==> config.mk <==
export PLATFORM = sky130hd
export DESIGN_NAME = csa_key_core
export DESIGN_NICKNAME = d
export VERILOG_FILES = /design/src/hdl/csa_pkg.sv /design/src/hdl/csa_key_core.sv /design/src/hdl/csa_iterate.sv /design/src/hdl/stream_cypher.sv /design/src/hdl/csa_seed_unpack.sv /design/src/hdl/csa_ram.sv
export SDC_FILE = /design/constraint.sdc
export NUM_CORES = 2
export LEC_CHECK = 0
export BUFFER_PORTS_ARGS = -buffer_cell sky130_fd_sc_hd__buf_2
export CAP_MARGIN = 30
export CORE_MARGIN = 1.5
export CORE_UTILIZATION = 40
export CTS_BUF_LIST = sky130_fd_sc_hd__clkbuf_4 sky130_fd_sc_hd__clkbuf_8
export DETAILED_ROUTE_END_ITERATION = 10
export PLACE_DENSITY = 0.57
export SLEW_MARGIN = 10
export SYNTH_ARGS = -nofsm -noshare
export SYNTH_HDL_FRONTEND = slang
export SYNTH_HIERARCHICAL = 1
export SYNTH_SLANG_ARGS = --single-unit
==> constraint.sdc <==
create_clock -name S_AXI_ACLK -period 5.2 [get_ports S_AXI_ACLK]
set_input_delay 0.52 -clock S_AXI_ACLK [delete_from_list [all_inputs] [get_ports S_AXI_ACLK]]
set_output_delay 0.52 -clock S_AXI_ACLK [all_outputs]
set_load 0.02 [all_outputs]
==> src/hdl/csa_pkg.sv <==
package csa_pkg;

	// Host register interface.
	localparam int DATA_W = 32;
	localparam int ADDR_W = 4;

	// Key item store.
	localparam int ITEM_BYTES = 5;
	localparam int MAX_ITEMS = 16;
	localparam int STORE_WORDS = (MAX_ITEMS * ITEM_BYTES) / 4;

	// Iteration engine.
	localparam int MAX_CAL_TIMES = 10;
	localparam int CNT_W = 5;
	localparam int RESULT_W = 48;
	localparam int CW_W = 64;

	// Fixed cipher state.
	localparam logic [CW_W-1:0] SB_INIT = 64'hE613DB6DC11C4524;

	// Output byte masks, byte 0 first.
	localparam logic [7:0] KEY_MASK0 = 8'hB5;
	localparam logic [7:0] KEY_MASK1 = 8'h93;
	localparam logic [7:0] KEY_MASK2 = 8'h5E;
	localparam logic [7:0] KEY_MASK3 = 8'hD6;
	localparam logic [7:0] KEY_MASK4 = 8'hB0;
	localparam logic [7:0] KEY_MASK5 = 8'hD7;

	// Upper half of a readback for an unwritten address.
	localparam logic [15:0] RD_ERR_TAG = 16'hE000;

	// Write address opcodes.
	typedef enum logic [ADDR_W-1:0] {
		STEP_REQ_STUFF     = 4'd0,
		STEP_STUFFING_DATA = 4'd1,
		STEP_FIN_STUFF     = 4'd2
	} step_e;

	typedef enum logic [1:0] {
		ENG_IDLE,
		ENG_SEED,
		ENG_RUN,
		ENG_DONE
	} eng_state_e;

endpackage
==> src/hdl/csa_key_core.sv <==
module csa_key_core (
	input  logic                          S_AXI_ACLK,
	input  logic                          rst,
	input  logic                          wen,
	input  logic [csa_pkg::ADDR_W-1:0]    waddr,
	input  logic [csa_pkg::DATA_W-1:0]    S_AXI_WDATA,
	input  logic                          ren,
	input  logic [csa_pkg::ADDR_W-1:0]    raddr,
	output logic [csa_pkg::DATA_W-1:0]    rdata,
	output logic [csa_pkg::RESULT_W-1:0]  byte_ram_out,
	output logic                          ready
);

	logic                      start;
	logic [csa_pkg::CNT_W-1:0] item_total;
	logic [csa_pkg::CNT_W-1:0] item_idx;
	logic [39:0]               item_bytes;
	logic                      seed_req;
	logic                      seed_valid;
	logic [csa_pkg::CW_W-1:0]  seed_cw;
	logic                      all_done;

	csa_ram u_csa_ram (
		.S_AXI_ACLK  (S_AXI_ACLK),
		.rst         (rst),
		.wen         (wen),
		.waddr       (waddr),
		.S_AXI_WDATA (S_AXI_WDATA),
		.ren         (ren),
		.raddr       (raddr),
		.rdata       (rdata),
		.item_idx    (item_idx),
		.item_bytes  (item_bytes),
		.start       (start),
		.item_total  (item_total)
	);

	csa_seed_unpack u_csa_seed_unpack (
		.S_AXI_ACLK (S_AXI_ACLK),
		.rst        (rst),
		.start      (start),
		.item_total (item_total),
		.seed_req   (seed_req),
		.item_idx   (item_idx),
		.item_bytes (item_bytes),
		.seed_valid (seed_valid),
		.seed_cw    (seed_cw),
		.all_done   (all_done)
	);

	csa_iterate u_csa_iterate (
		.S_AXI_ACLK   (S_AXI_ACLK),
		.rst          (rst),
		.seed_valid   (seed_valid),
		.seed_cw      (seed_cw),
		.all_done     (all_done),
		.seed_req     (seed_req),
		.byte_ram_out (byte_ram_out),
		.ready        (ready)
	);

endmodule

==> src/hdl/csa_iterate.sv <==
module csa_iterate (
	input  logic                          S_AXI_ACLK,
	input  logic                          rst,
	input  logic                          seed_valid,
	input  logic [csa_pkg::CW_W-1:0]      seed_cw,
	input  logic                          all_done,
	output logic                          seed_req,
	output logic [csa_pkg::RESULT_W-1:0]  byte_ram_out,
	output logic                          ready
);

	csa_pkg::eng_state_e       state;
	logic [csa_pkg::CNT_W-1:0] n;       // Iteration count.
	logic [csa_pkg::CW_W-1:0]  cw_q;
	logic [csa_pkg::CW_W-1:0]  cw;
	logic [csa_pkg::CW_W-1:0]  cb;
	logic [csa_pkg::CW_W-1:0]  cw_next;
	logic [csa_pkg::RESULT_W-1:0] result;
	logic [7:0]                n8;
	logic [7:0]                p0, p1, p2, p4, p5, p6;
	logic                      iter_en;
	logic                      last_iter;

	// Iteration 0 runs in the seed cycle.
	assign iter_en = seed_valid || (state == csa_pkg::ENG_RUN);
	assign last_iter = (n == csa_pkg::MAX_CAL_TIMES - 1);
	assign cw = seed_valid ? seed_cw : cw_q;

	stream_cypher u_stream_cypher (
		.sb (csa_pkg::SB_INIT),
		.cw (cw),
		.cb (cb)
	);

	assign n8 = {{(8 - csa_pkg::CNT_W){1'b0}}, n};

	assign p0 = (cb[7:0] ^ csa_pkg::KEY_MASK0) + n8;
	assign p1 = (cb[15:8] ^ csa_pkg::KEY_MASK1) + n8;
	assign p2 = (cb[23:16] ^ csa_pkg::KEY_MASK2) + n8;
	assign p4 = (cb[39:32] ^ csa_pkg::KEY_MASK4) + n8;
	assign p5 = (cb[47:40] ^ csa_pkg::KEY_MASK5) + n8;
	assign p6 = (cb[55:48] ^ csa_pkg::KEY_MASK5) + n8; // Same D7 mask as byte 5.

	assign cw_next = {p4 + p5 + p6, p6, p5, p4, p0 + p1 + p2, p2, p1, p0};

	assign result = cb[csa_pkg::RESULT_W-1:0] ^ {csa_pkg::KEY_MASK5, csa_pkg::KEY_MASK4,
		csa_pkg::KEY_MASK3, csa_pkg::KEY_MASK2, csa_pkg::KEY_MASK1, csa_pkg::KEY_MASK0};

	always_ff @(posedge S_AXI_ACLK) begin
		if (rst) begin
			state <= csa_pkg::ENG_IDLE;
			n <= '0;
			ready <= 1'b0;
			seed_req <= 1'b0;
		end else begin
			ready <= 1'b0;
			// Ask for the next item the cycle after ready.
			seed_req <= ready && (state == csa_pkg::ENG_SEED);
			if (iter_en) begin
				if (last_iter) begin
					n <= '0;
					ready <= 1'b1;
					state <= all_done ? csa_pkg::ENG_DONE : csa_pkg::ENG_SEED;
				end else begin
					n <= n + 1'b1;
					state <= csa_pkg::ENG_RUN;
				end
			end
		end
	end

	always_ff @(posedge S_AXI_ACLK) begin
		if (iter_en) begin
			if (last_iter)
				byte_ram_out <= result;
			else
				cw_q <= cw_next;
		end
	end

endmodule

==> src/hdl/stream_cypher.sv <==
module stream_cypher (
	input  logic [csa_pkg::CW_W-1:0] sb,
	input  logic [csa_pkg::CW_W-1:0] cw,
	output logic [csa_pkg::CW_W-1:0] cb
);

	// Each byte mixes with its rotated upper neighbour.
	for (genvar i = 0; i < csa_pkg::CW_W / 8; i++) begin : g_byte
		logic [7:0] sb_b;
		logic [7:0] cw_b;
		logic [7:0] nb_b;
		logic [7:0] nb_rot;

		assign sb_b = sb[i*8 +: 8];
		assign cw_b = cw[i*8 +: 8];
		assign nb_b = cw[((i + 1) % (csa_pkg::CW_W / 8))*8 +: 8];
		assign nb_rot = {nb_b[6:0], nb_b[7]};

		assign cb[i*8 +: 8] = sb_b ^ cw_b ^ nb_rot;
	end

endmodule

==> src/hdl/csa_seed_unpack.sv <==
module csa_seed_unpack (
	input  logic                      S_AXI_ACLK,
	input  logic                      rst,
	input  logic                      start,
	input  logic [csa_pkg::CNT_W-1:0] item_total,
	input  logic                      seed_req,
	output logic [csa_pkg::CNT_W-1:0] item_idx,
	input  logic [39:0]               item_bytes,
	output logic                      seed_valid,
	output logic [csa_pkg::CW_W-1:0]  seed_cw,
	output logic                      all_done
);

	logic [csa_pkg::CNT_W-1:0] cursor;
	logic [csa_pkg::CNT_W-1:0] total;
	logic                      rd_pend; // Store read in flight.
	logic                      last_item;
	logic [7:0]                b0, b1, b2, b3, b4;

	// First item is read on the start cycle itself.
	assign item_idx = start ? '0 : cursor;
	assign last_item = (cursor == total - 1'b1);

	assign b0 = item_bytes[7:0];
	assign b1 = item_bytes[15:8];
	assign b2 = item_bytes[23:16];
	assign b3 = item_bytes[31:24];
	assign b4 = item_bytes[39:32];

	always_ff @(posedge S_AXI_ACLK) begin
		if (rst) begin
			cursor <= '0;
			total <= '0;
			rd_pend <= 1'b0;
			seed_valid <= 1'b0;
			all_done <= 1'b0;
		end else begin
			seed_valid <= 1'b0;
			rd_pend <= 1'b0;
			if (start) begin
				cursor <= '0;
				total <= item_total;
				all_done <= (item_total == '0); // Nothing to hand over.
				rd_pend <= (item_total != '0);
			end else if (seed_req && !all_done) begin
				rd_pend <= 1'b1;
			end
			if (rd_pend) begin
				seed_valid <= 1'b1;
				if (last_item)
					all_done <= 1'b1;
				else
					cursor <= cursor + 1'b1;
			end
		end
	end

	always_ff @(posedge S_AXI_ACLK) begin
		if (rd_pend)
			seed_cw <= {b3 + b4, 8'h00, b4, b3, b0 + b1 + b2, b2, b1, b0};
	end

endmodule

==> src/hdl/csa_ram.sv <==
module csa_ram (
	input  logic                       S_AXI_ACLK,
	input  logic                       rst,
	input  logic                       wen,
	input  logic [csa_pkg::ADDR_W-1:0] waddr,
	input  logic [csa_pkg::DATA_W-1:0] S_AXI_WDATA,
	input  logic                       ren,
	input  logic [csa_pkg::ADDR_W-1:0] raddr,
	output logic [csa_pkg::DATA_W-1:0] rdata,
	input  logic [csa_pkg::CNT_W-1:0]  item_idx,
	output logic [39:0]                item_bytes,
	output logic                       start,
	output logic [csa_pkg::CNT_W-1:0]  item_total
);

	logic [csa_pkg::DATA_W-1:0] byte_ram [csa_pkg::STORE_WORDS];
	logic [csa_pkg::CNT_W-1:0]  wr_cursor; // Words written so far.
	logic [csa_pkg::CNT_W+1:0]  words_x4;
	logic [6:0]                 item_base;
	logic                       append;

	assign append = wen && (waddr == csa_pkg::STEP_STUFFING_DATA) &&
		(wr_cursor < csa_pkg::STORE_WORDS);
	assign words_x4 = {wr_cursor, 2'b00};

	always_ff @(posedge S_AXI_ACLK) begin
		if (rst) begin
			wr_cursor <= '0;
			start <= 1'b0;
			item_total <= '0;
		end else begin
			start <= 1'b0;
			if (wen) begin
				case (csa_pkg::step_e'(waddr))
					csa_pkg::STEP_REQ_STUFF: begin
						wr_cursor <= '0;
					end
					csa_pkg::STEP_STUFFING_DATA: begin
						if (append)
							wr_cursor <= wr_cursor + 1'b1;
					end
					csa_pkg::STEP_FIN_STUFF: begin
						start <= 1'b1;
						item_total <= csa_pkg::CNT_W'(words_x4 / 5); // Whole items only.
					end
					default: ;
				endcase
			end
		end
	end

	always_ff @(posedge S_AXI_ACLK) begin
		if (append)
			byte_ram[wr_cursor] <= S_AXI_WDATA;
	end

	// Host readback.
	always_ff @(posedge S_AXI_ACLK) begin
		if (ren) begin
			if (raddr < wr_cursor)
				rdata <= byte_ram[raddr];
			else
				rdata <= {csa_pkg::RD_ERR_TAG,
					{(csa_pkg::DATA_W - 16 - csa_pkg::ADDR_W){1'b0}}, raddr};
		end
	end

	assign item_base = ({2'b00, item_idx} << 2) + {2'b00, item_idx}; // Byte offset 5*idx.

	for (genvar k = 0; k < csa_pkg::ITEM_BYTES; k++) begin : g_item_byte
		logic [6:0] byte_addr;

		assign byte_addr = item_base + 7'(k);

		always_ff @(posedge S_AXI_ACLK) begin
			item_bytes[k*8 +: 8] <= byte_ram[byte_addr[6:2]][byte_addr[1:0]*8 +: 8];
		end
	end

endmodule

Word-level counts from Yosys, hierarchy flattened:

Memory sizes are Yosys's and may differ from the RTL's.
Cells that the tools add are included.

* input port bits: 44
* output and inout bits: 81
* memories kept: 1
* bits in read-only memories: 0
* logic and storage cells: 120
* RAM bits: 640
* bits in registers: 273
* bits in latches: 0

Memories
* u_csa_ram.byte_ram: depth 20, bits a word 32, read ports 6, clocked after memory_dff 0, wr ports 1, line csa_ram.sv:16 `logic [csa_pkg::DATA_W-1:0] byte_ram [csa_pkg::STORE_WORDS];`

* reductions and logical operators: 16
* eq/ne operators: 7
* multiplexer cells: 20
* multiply operators: 0
* bitwise operators: 24
* magnitude comparators: 2
* shift operators: 5
* divide/modulo/power cells: 1
* $add $sub $neg: 22

Operators with widths (count)
* $shiftx A32 B6 Y8: 5
* $mux W64: 1
* $add A8 B8 Y8: 7
* $xor A8 B8 Y8: 7
* $add A8 B5 Y8: 6
* $div A7 B3 Y32 const B: 1
* $not A28 Y28: 1
* $mux W5: 5
* $not A6 Y6: 3
* $add A5 B1 Y5 const B: 3
* $not A3 Y3: 5
* $not A5 Y5: 3
* $add A7 B2 Y7 const B: 2
* $mux W1: 10
* $pmux W5 S2: 1
* $add A7 B1 Y7 const B: 1
* $add A7 B3 Y7 const B: 1
* $add A7 B5 Y7: 1
* $reduce_and A2 Y1: 3
* $eq A5 B4 Y1 const B: 1
* $eq A5 B5 Y1: 1
* $logic_not A5 Y1: 1
* $lt A4 B5 Y1: 1
* $lt A5 B5 Y1 const B: 1
* 19 further kinds: 26

Logic depth before layout (Yosys ltp):

* depth in word-level cells: 7
* mapped depth: 21
* gate-level depth less buffers: 20

By module:

The synthesis kept the hierarchy.

Modules (own cells, without submodules)
* csa_ram: instances 1, seq. area each 21200.3 um2, cells an instance 2709, area each 51937.3 um2
* csa_iterate: instances 1, seq. area each 3543.4 um2, cells an instance 558, area each 7024.2 um2
* csa_seed_unpack: instances 1, seq. area each 1941.9 um2, cells an instance 220, area each 3196.8 um2
* stream_cypher: instances 1, seq. area each 0.0 um2, cells an instance 64, area each 1521.5 um2

Worst setup path before layout:

OpenSTA, ideal clock, no wires.

* kind: register to register
* start point: register u_csa_ram/wr_cursor[0] in the netlist's numbering
* end point: register u_csa_ram/item_total[0] in the netlist's numbering
* setup time: 0.130 ns
* period minus slack after synthesis: 5.113 ns
* slack: 0.087 ns
* data required time: 5.070 ns
* cell stages (with the launch flop): 21
* data arrival time: 4.983 ns
* path through: dfxtp_1 clkinv_1 ha_1 nor2b_1 o21ai_0 ha_1 nand2b_1 o311ai_0 a21boi_2 xnor2_1 ha_1 nor2_1 mux2_2 o211ai_1 mux2i_1 ha_1 o21ai_0 a221oi_1 o211ai_1 o31ai_1 a311oi_1

* longest elaborated chain between the ends: 1

RTL lines
* from (decl): line csa_ram.sv:17 `logic [csa_pkg::CNT_W-1:0] wr_cursor;`
* from (signal assigned): line csa_ram.sv:40 `wr_cursor <= wr_cursor + 1'b1;`
* $div A7 B3 Y32: line csa_ram.sv:44 `item_total <= csa_pkg::CNT_W'(words_x4 / 5);`
* to (signal assigned): line csa_ram.sv:44
* to (decl): line csa_ram.sv:13 `output logic [csa_pkg::CNT_W-1:0] item_total`

Every way passes these cells.
A chain may end at the register's enable or synchronous reset.

Final worst setup path:

* start point: register u_csa_ram.start
* end point: register u_csa_ram.item_bytes[18]

* longest elaborated chain between the ends: 5

RTL lines
* from (decl): line csa_ram.sv:12 `output logic start,`
* from (signal assigned): line csa_ram.sv:29 `start <= 1'b0;`
* from (signal assigned): line csa_ram.sv:32 `start <= 1'b0;`
* from (signal assigned): line csa_ram.sv:43 `start <= 1'b1;`
* $mux W5: line csa_seed_unpack.sv:21 `assign item_idx = start ? '0 : cursor;`
* via item_idx (one bit): line csa_key_core.sv:16 `logic [csa_pkg::CNT_W-1:0] item_idx;`
* $add A7 B5 Y7: line csa_ram.sv:68 `assign item_base = ({2'b00, item_idx} << 2) + {2'b00, item_idx};`
* $add A7 B2 Y7: line csa_ram.sv:73 `assign byte_addr = item_base + 7'(k);`
* $mem_v2 Z20 W32
* $shiftx A32 B6 Y8: line csa_ram.sv:76 `item_bytes[k*8 +: 8] <= byte_ram[byte_addr[6:2]][byte_addr[1:0]*8 +: 8];`
* to (signal, indexed assignment): line csa_ram.sv:76
* to (decl): line csa_ram.sv:11 `output logic [39:0] item_bytes,`

The timed path passes the listed nets, and every way through them passes these cells.

==> flow_metrics.tcl <==
set metrics [dict create \
    start_util 0.402 \
    die_h_um 401 \
    startpoint_type "flop" \
    worstSetupPathType "reg2reg" \
    htree_levels 4 \
    fin_crit_ns 4.89 \
    rsz0062_at_grt "no" \
    grt_pass1_wl_um 310000 \
    clock-sinks 913 \
    slew_headroom 0.272 \
    dp_slack_ns 0.371 \
    drtPass1Iterations 5 \
    endpoint_kind "flop" \
    timing.rr.start "u_csa_ram/start$_SDFF_PP0_" \
    viasPerCell 6.76 \
    rows 146 \
    design_area_mm2 0.0725 \
    run_status "completed" \
    dieArea_mm2 0.161 \
    gp_congestion 0.866 \
    cp.required_ns 5.99 \
    syn_inst 3543 \
    via_count 40900 \
    maxSlewViolCount 0 \
    p_per_area_mw_per_mm2 230 \
    clockRootBuffer "clkbuf_8" \
    cts_tree "yes" \
    grt_pass1_vias 41100 \
    clkLatencyLatePin_ns 0.95 \
    critical_path_peak_fanout 11 \
    yosys_warnings 6 \
    vdd.ir_drop.worst_uv 276 \
    clock_path_buffers 3 \
    worst_pin_slew_ns 1.08 \
    finalSetupViolCount 0 \
    drt-total-wl_um 215000 \
    cp.arrival_ns 5.67 \
    dpl_cell_area_mm2 0.0684 \
    grt_max_degree 113 \
    wl_per_cell_um 35.5 \
    ioPinCount 125 \
    hold_start "wen" \
    setup_ws_ns 0.312 \
    period_share 0.940 \
    gr-total-overflow 0 \
    whs_ns 0.0909 \
    dp_hpwl_um 139000 \
    syn_area_per_cell_um2 17.9 \
    layout-drive-gt1-share 0.469 \
    crit_path_start "u_csa_ram/start$_SDFF_PP0_" \
    p_total_mw 16.7 \
    hold_path.class "in2reg" \
    synth_area_mm2 0.0635 \
    drt-initial-drc-count 4891 \
    max_freq_ghz 0.205 \
    area_growth_pct 14.2 \
    fillers 13400 \
    leakage_nw 24.1 \
    antenna_found_initial 17 \
    final_hold_viol_count 0 \
    core_area_mm2 0.158 \
    multi_input_area_mm2 0.0357 \
    skew_ns 0.0523 \
    seq_area_mm2 0.0267 \
    grt_use_total 0.267 \
    die_w_um 401 \
    io_buffers 124 \
    numCtsBuffers 168 \
    drv_cap 0 \
    finalSetupTns_ns 0 \
    drc 0 \
    ant_nets 0 \
    clkTransAtPathRegs_ns 0.07 \
    nets 3984 \
]
-- layer usage --
layer  routed length, µm  vias to the layer above  global-route usage
met5                 108                        -                   0
met4                7400                       16              0.0884
met3               23600                      431              0.0747
met2              100000                     2713               0.412
met1               83100                    21800               0.366
li1                    -                    15900                   -
-- worst max-delay path, cell delays in order (launching register included) --
cell and delay [ns]:
dfxtp_1 0.45, buf_4 0.25, nand2b_1 0.16, inv_1 0.11, ha_1 0.50, xor2_4 0.41, buf_4 0.24, nand3_1 0.24
xnor2_4 0.62, buf_12 0.26, mux4_2 0.58, mux4_2 0.54, mux2_2 0.34
-- cells in the final DEF (no fill, tap or decap), drive strengths merged, types with 73 or more instances in the layout --
master	count
buf	321
mux2i	88
nand2	129
ha	79
clkbuf	224
edfxtp	840
inv	126
mux2	93
dfxtp	73
mux4	1144
nor2	80
-- metrics by stage --
stage	instances	utilization
finish	6045	0.459
global route	6042	0.459
CTS	6039	0.459
detailed placement	5694	0.433
global placement	5689	0.432
floorplan	3604	-
-- power breakdown --
| group | switching (mW) | total [mW] | internal [mW] |
|---|---|---|---|
| clock network | 3.28 | 7.76 | 4.48 |
| registers | 0.0167 | 8.06 | 8.05 |
| logic | 0.493 | 0.858 | 0.365 |
-- registers in the layout, summed over array words and instances (netlist names) --
signal and flops:
u_csa_iterate/byte_ram_out 48, u_csa_iterate/cw_q 64, u_csa_iterate/n 5, u_csa_iterate/ready 1, u_csa_iterate/seed_req 1, u_csa_iterate/state 2
u_csa_ram/byte_ram 640, u_csa_ram/item_bytes 40, u_csa_ram/item_total 5, u_csa_ram/rdata 32, u_csa_ram/start 1, u_csa_ram/wr_cursor 5
u_csa_seed_unpack/all_done 1, u_csa_seed_unpack/cursor 5, u_csa_seed_unpack/rd_pend 1, u_csa_seed_unpack/seed_cw 56, u_csa_seed_unpack/seed_valid 1, u_csa_seed_unpack/total 5
-- path summary, 6_finish.rpt --
kind | slack, ns | cells after the start | to
worst max-delay path | 0.31 | 12 | u_csa_ram/item_bytes[18]$_DFF_P_
worst min-delay path | 0.09 | 4 | u_csa_ram/wr_cursor[0]$_SDFFE_PP0P_
worst max register to register | 0.31 | 12 | u_csa_ram/item_bytes[18]$_DFF_P_
worst min register to register | 0.45 | 0 | u_csa_seed_unpack/seed_cw[19]$_DFFE_PP_
-- final cells by class --
class,instances,area share
timing repair buffer,358,0.0451
tap,2072,0.0358
multi-input combinational,2261,0.493
clock inverter,86,0.0126
antenna,5,0.000173
sequential,913,0.368
clock buffer,223,0.0388
inverter,127,0.00659
-- repair_timing --
item | CTS | global route
gates resized for setup | 0 | 0
endpoints found under the hold margin | 619 | 0
setup buffers | 0 | 0
hold buffers | 36 | 0
No activity file was read; power rests on OpenSTA's default activity.
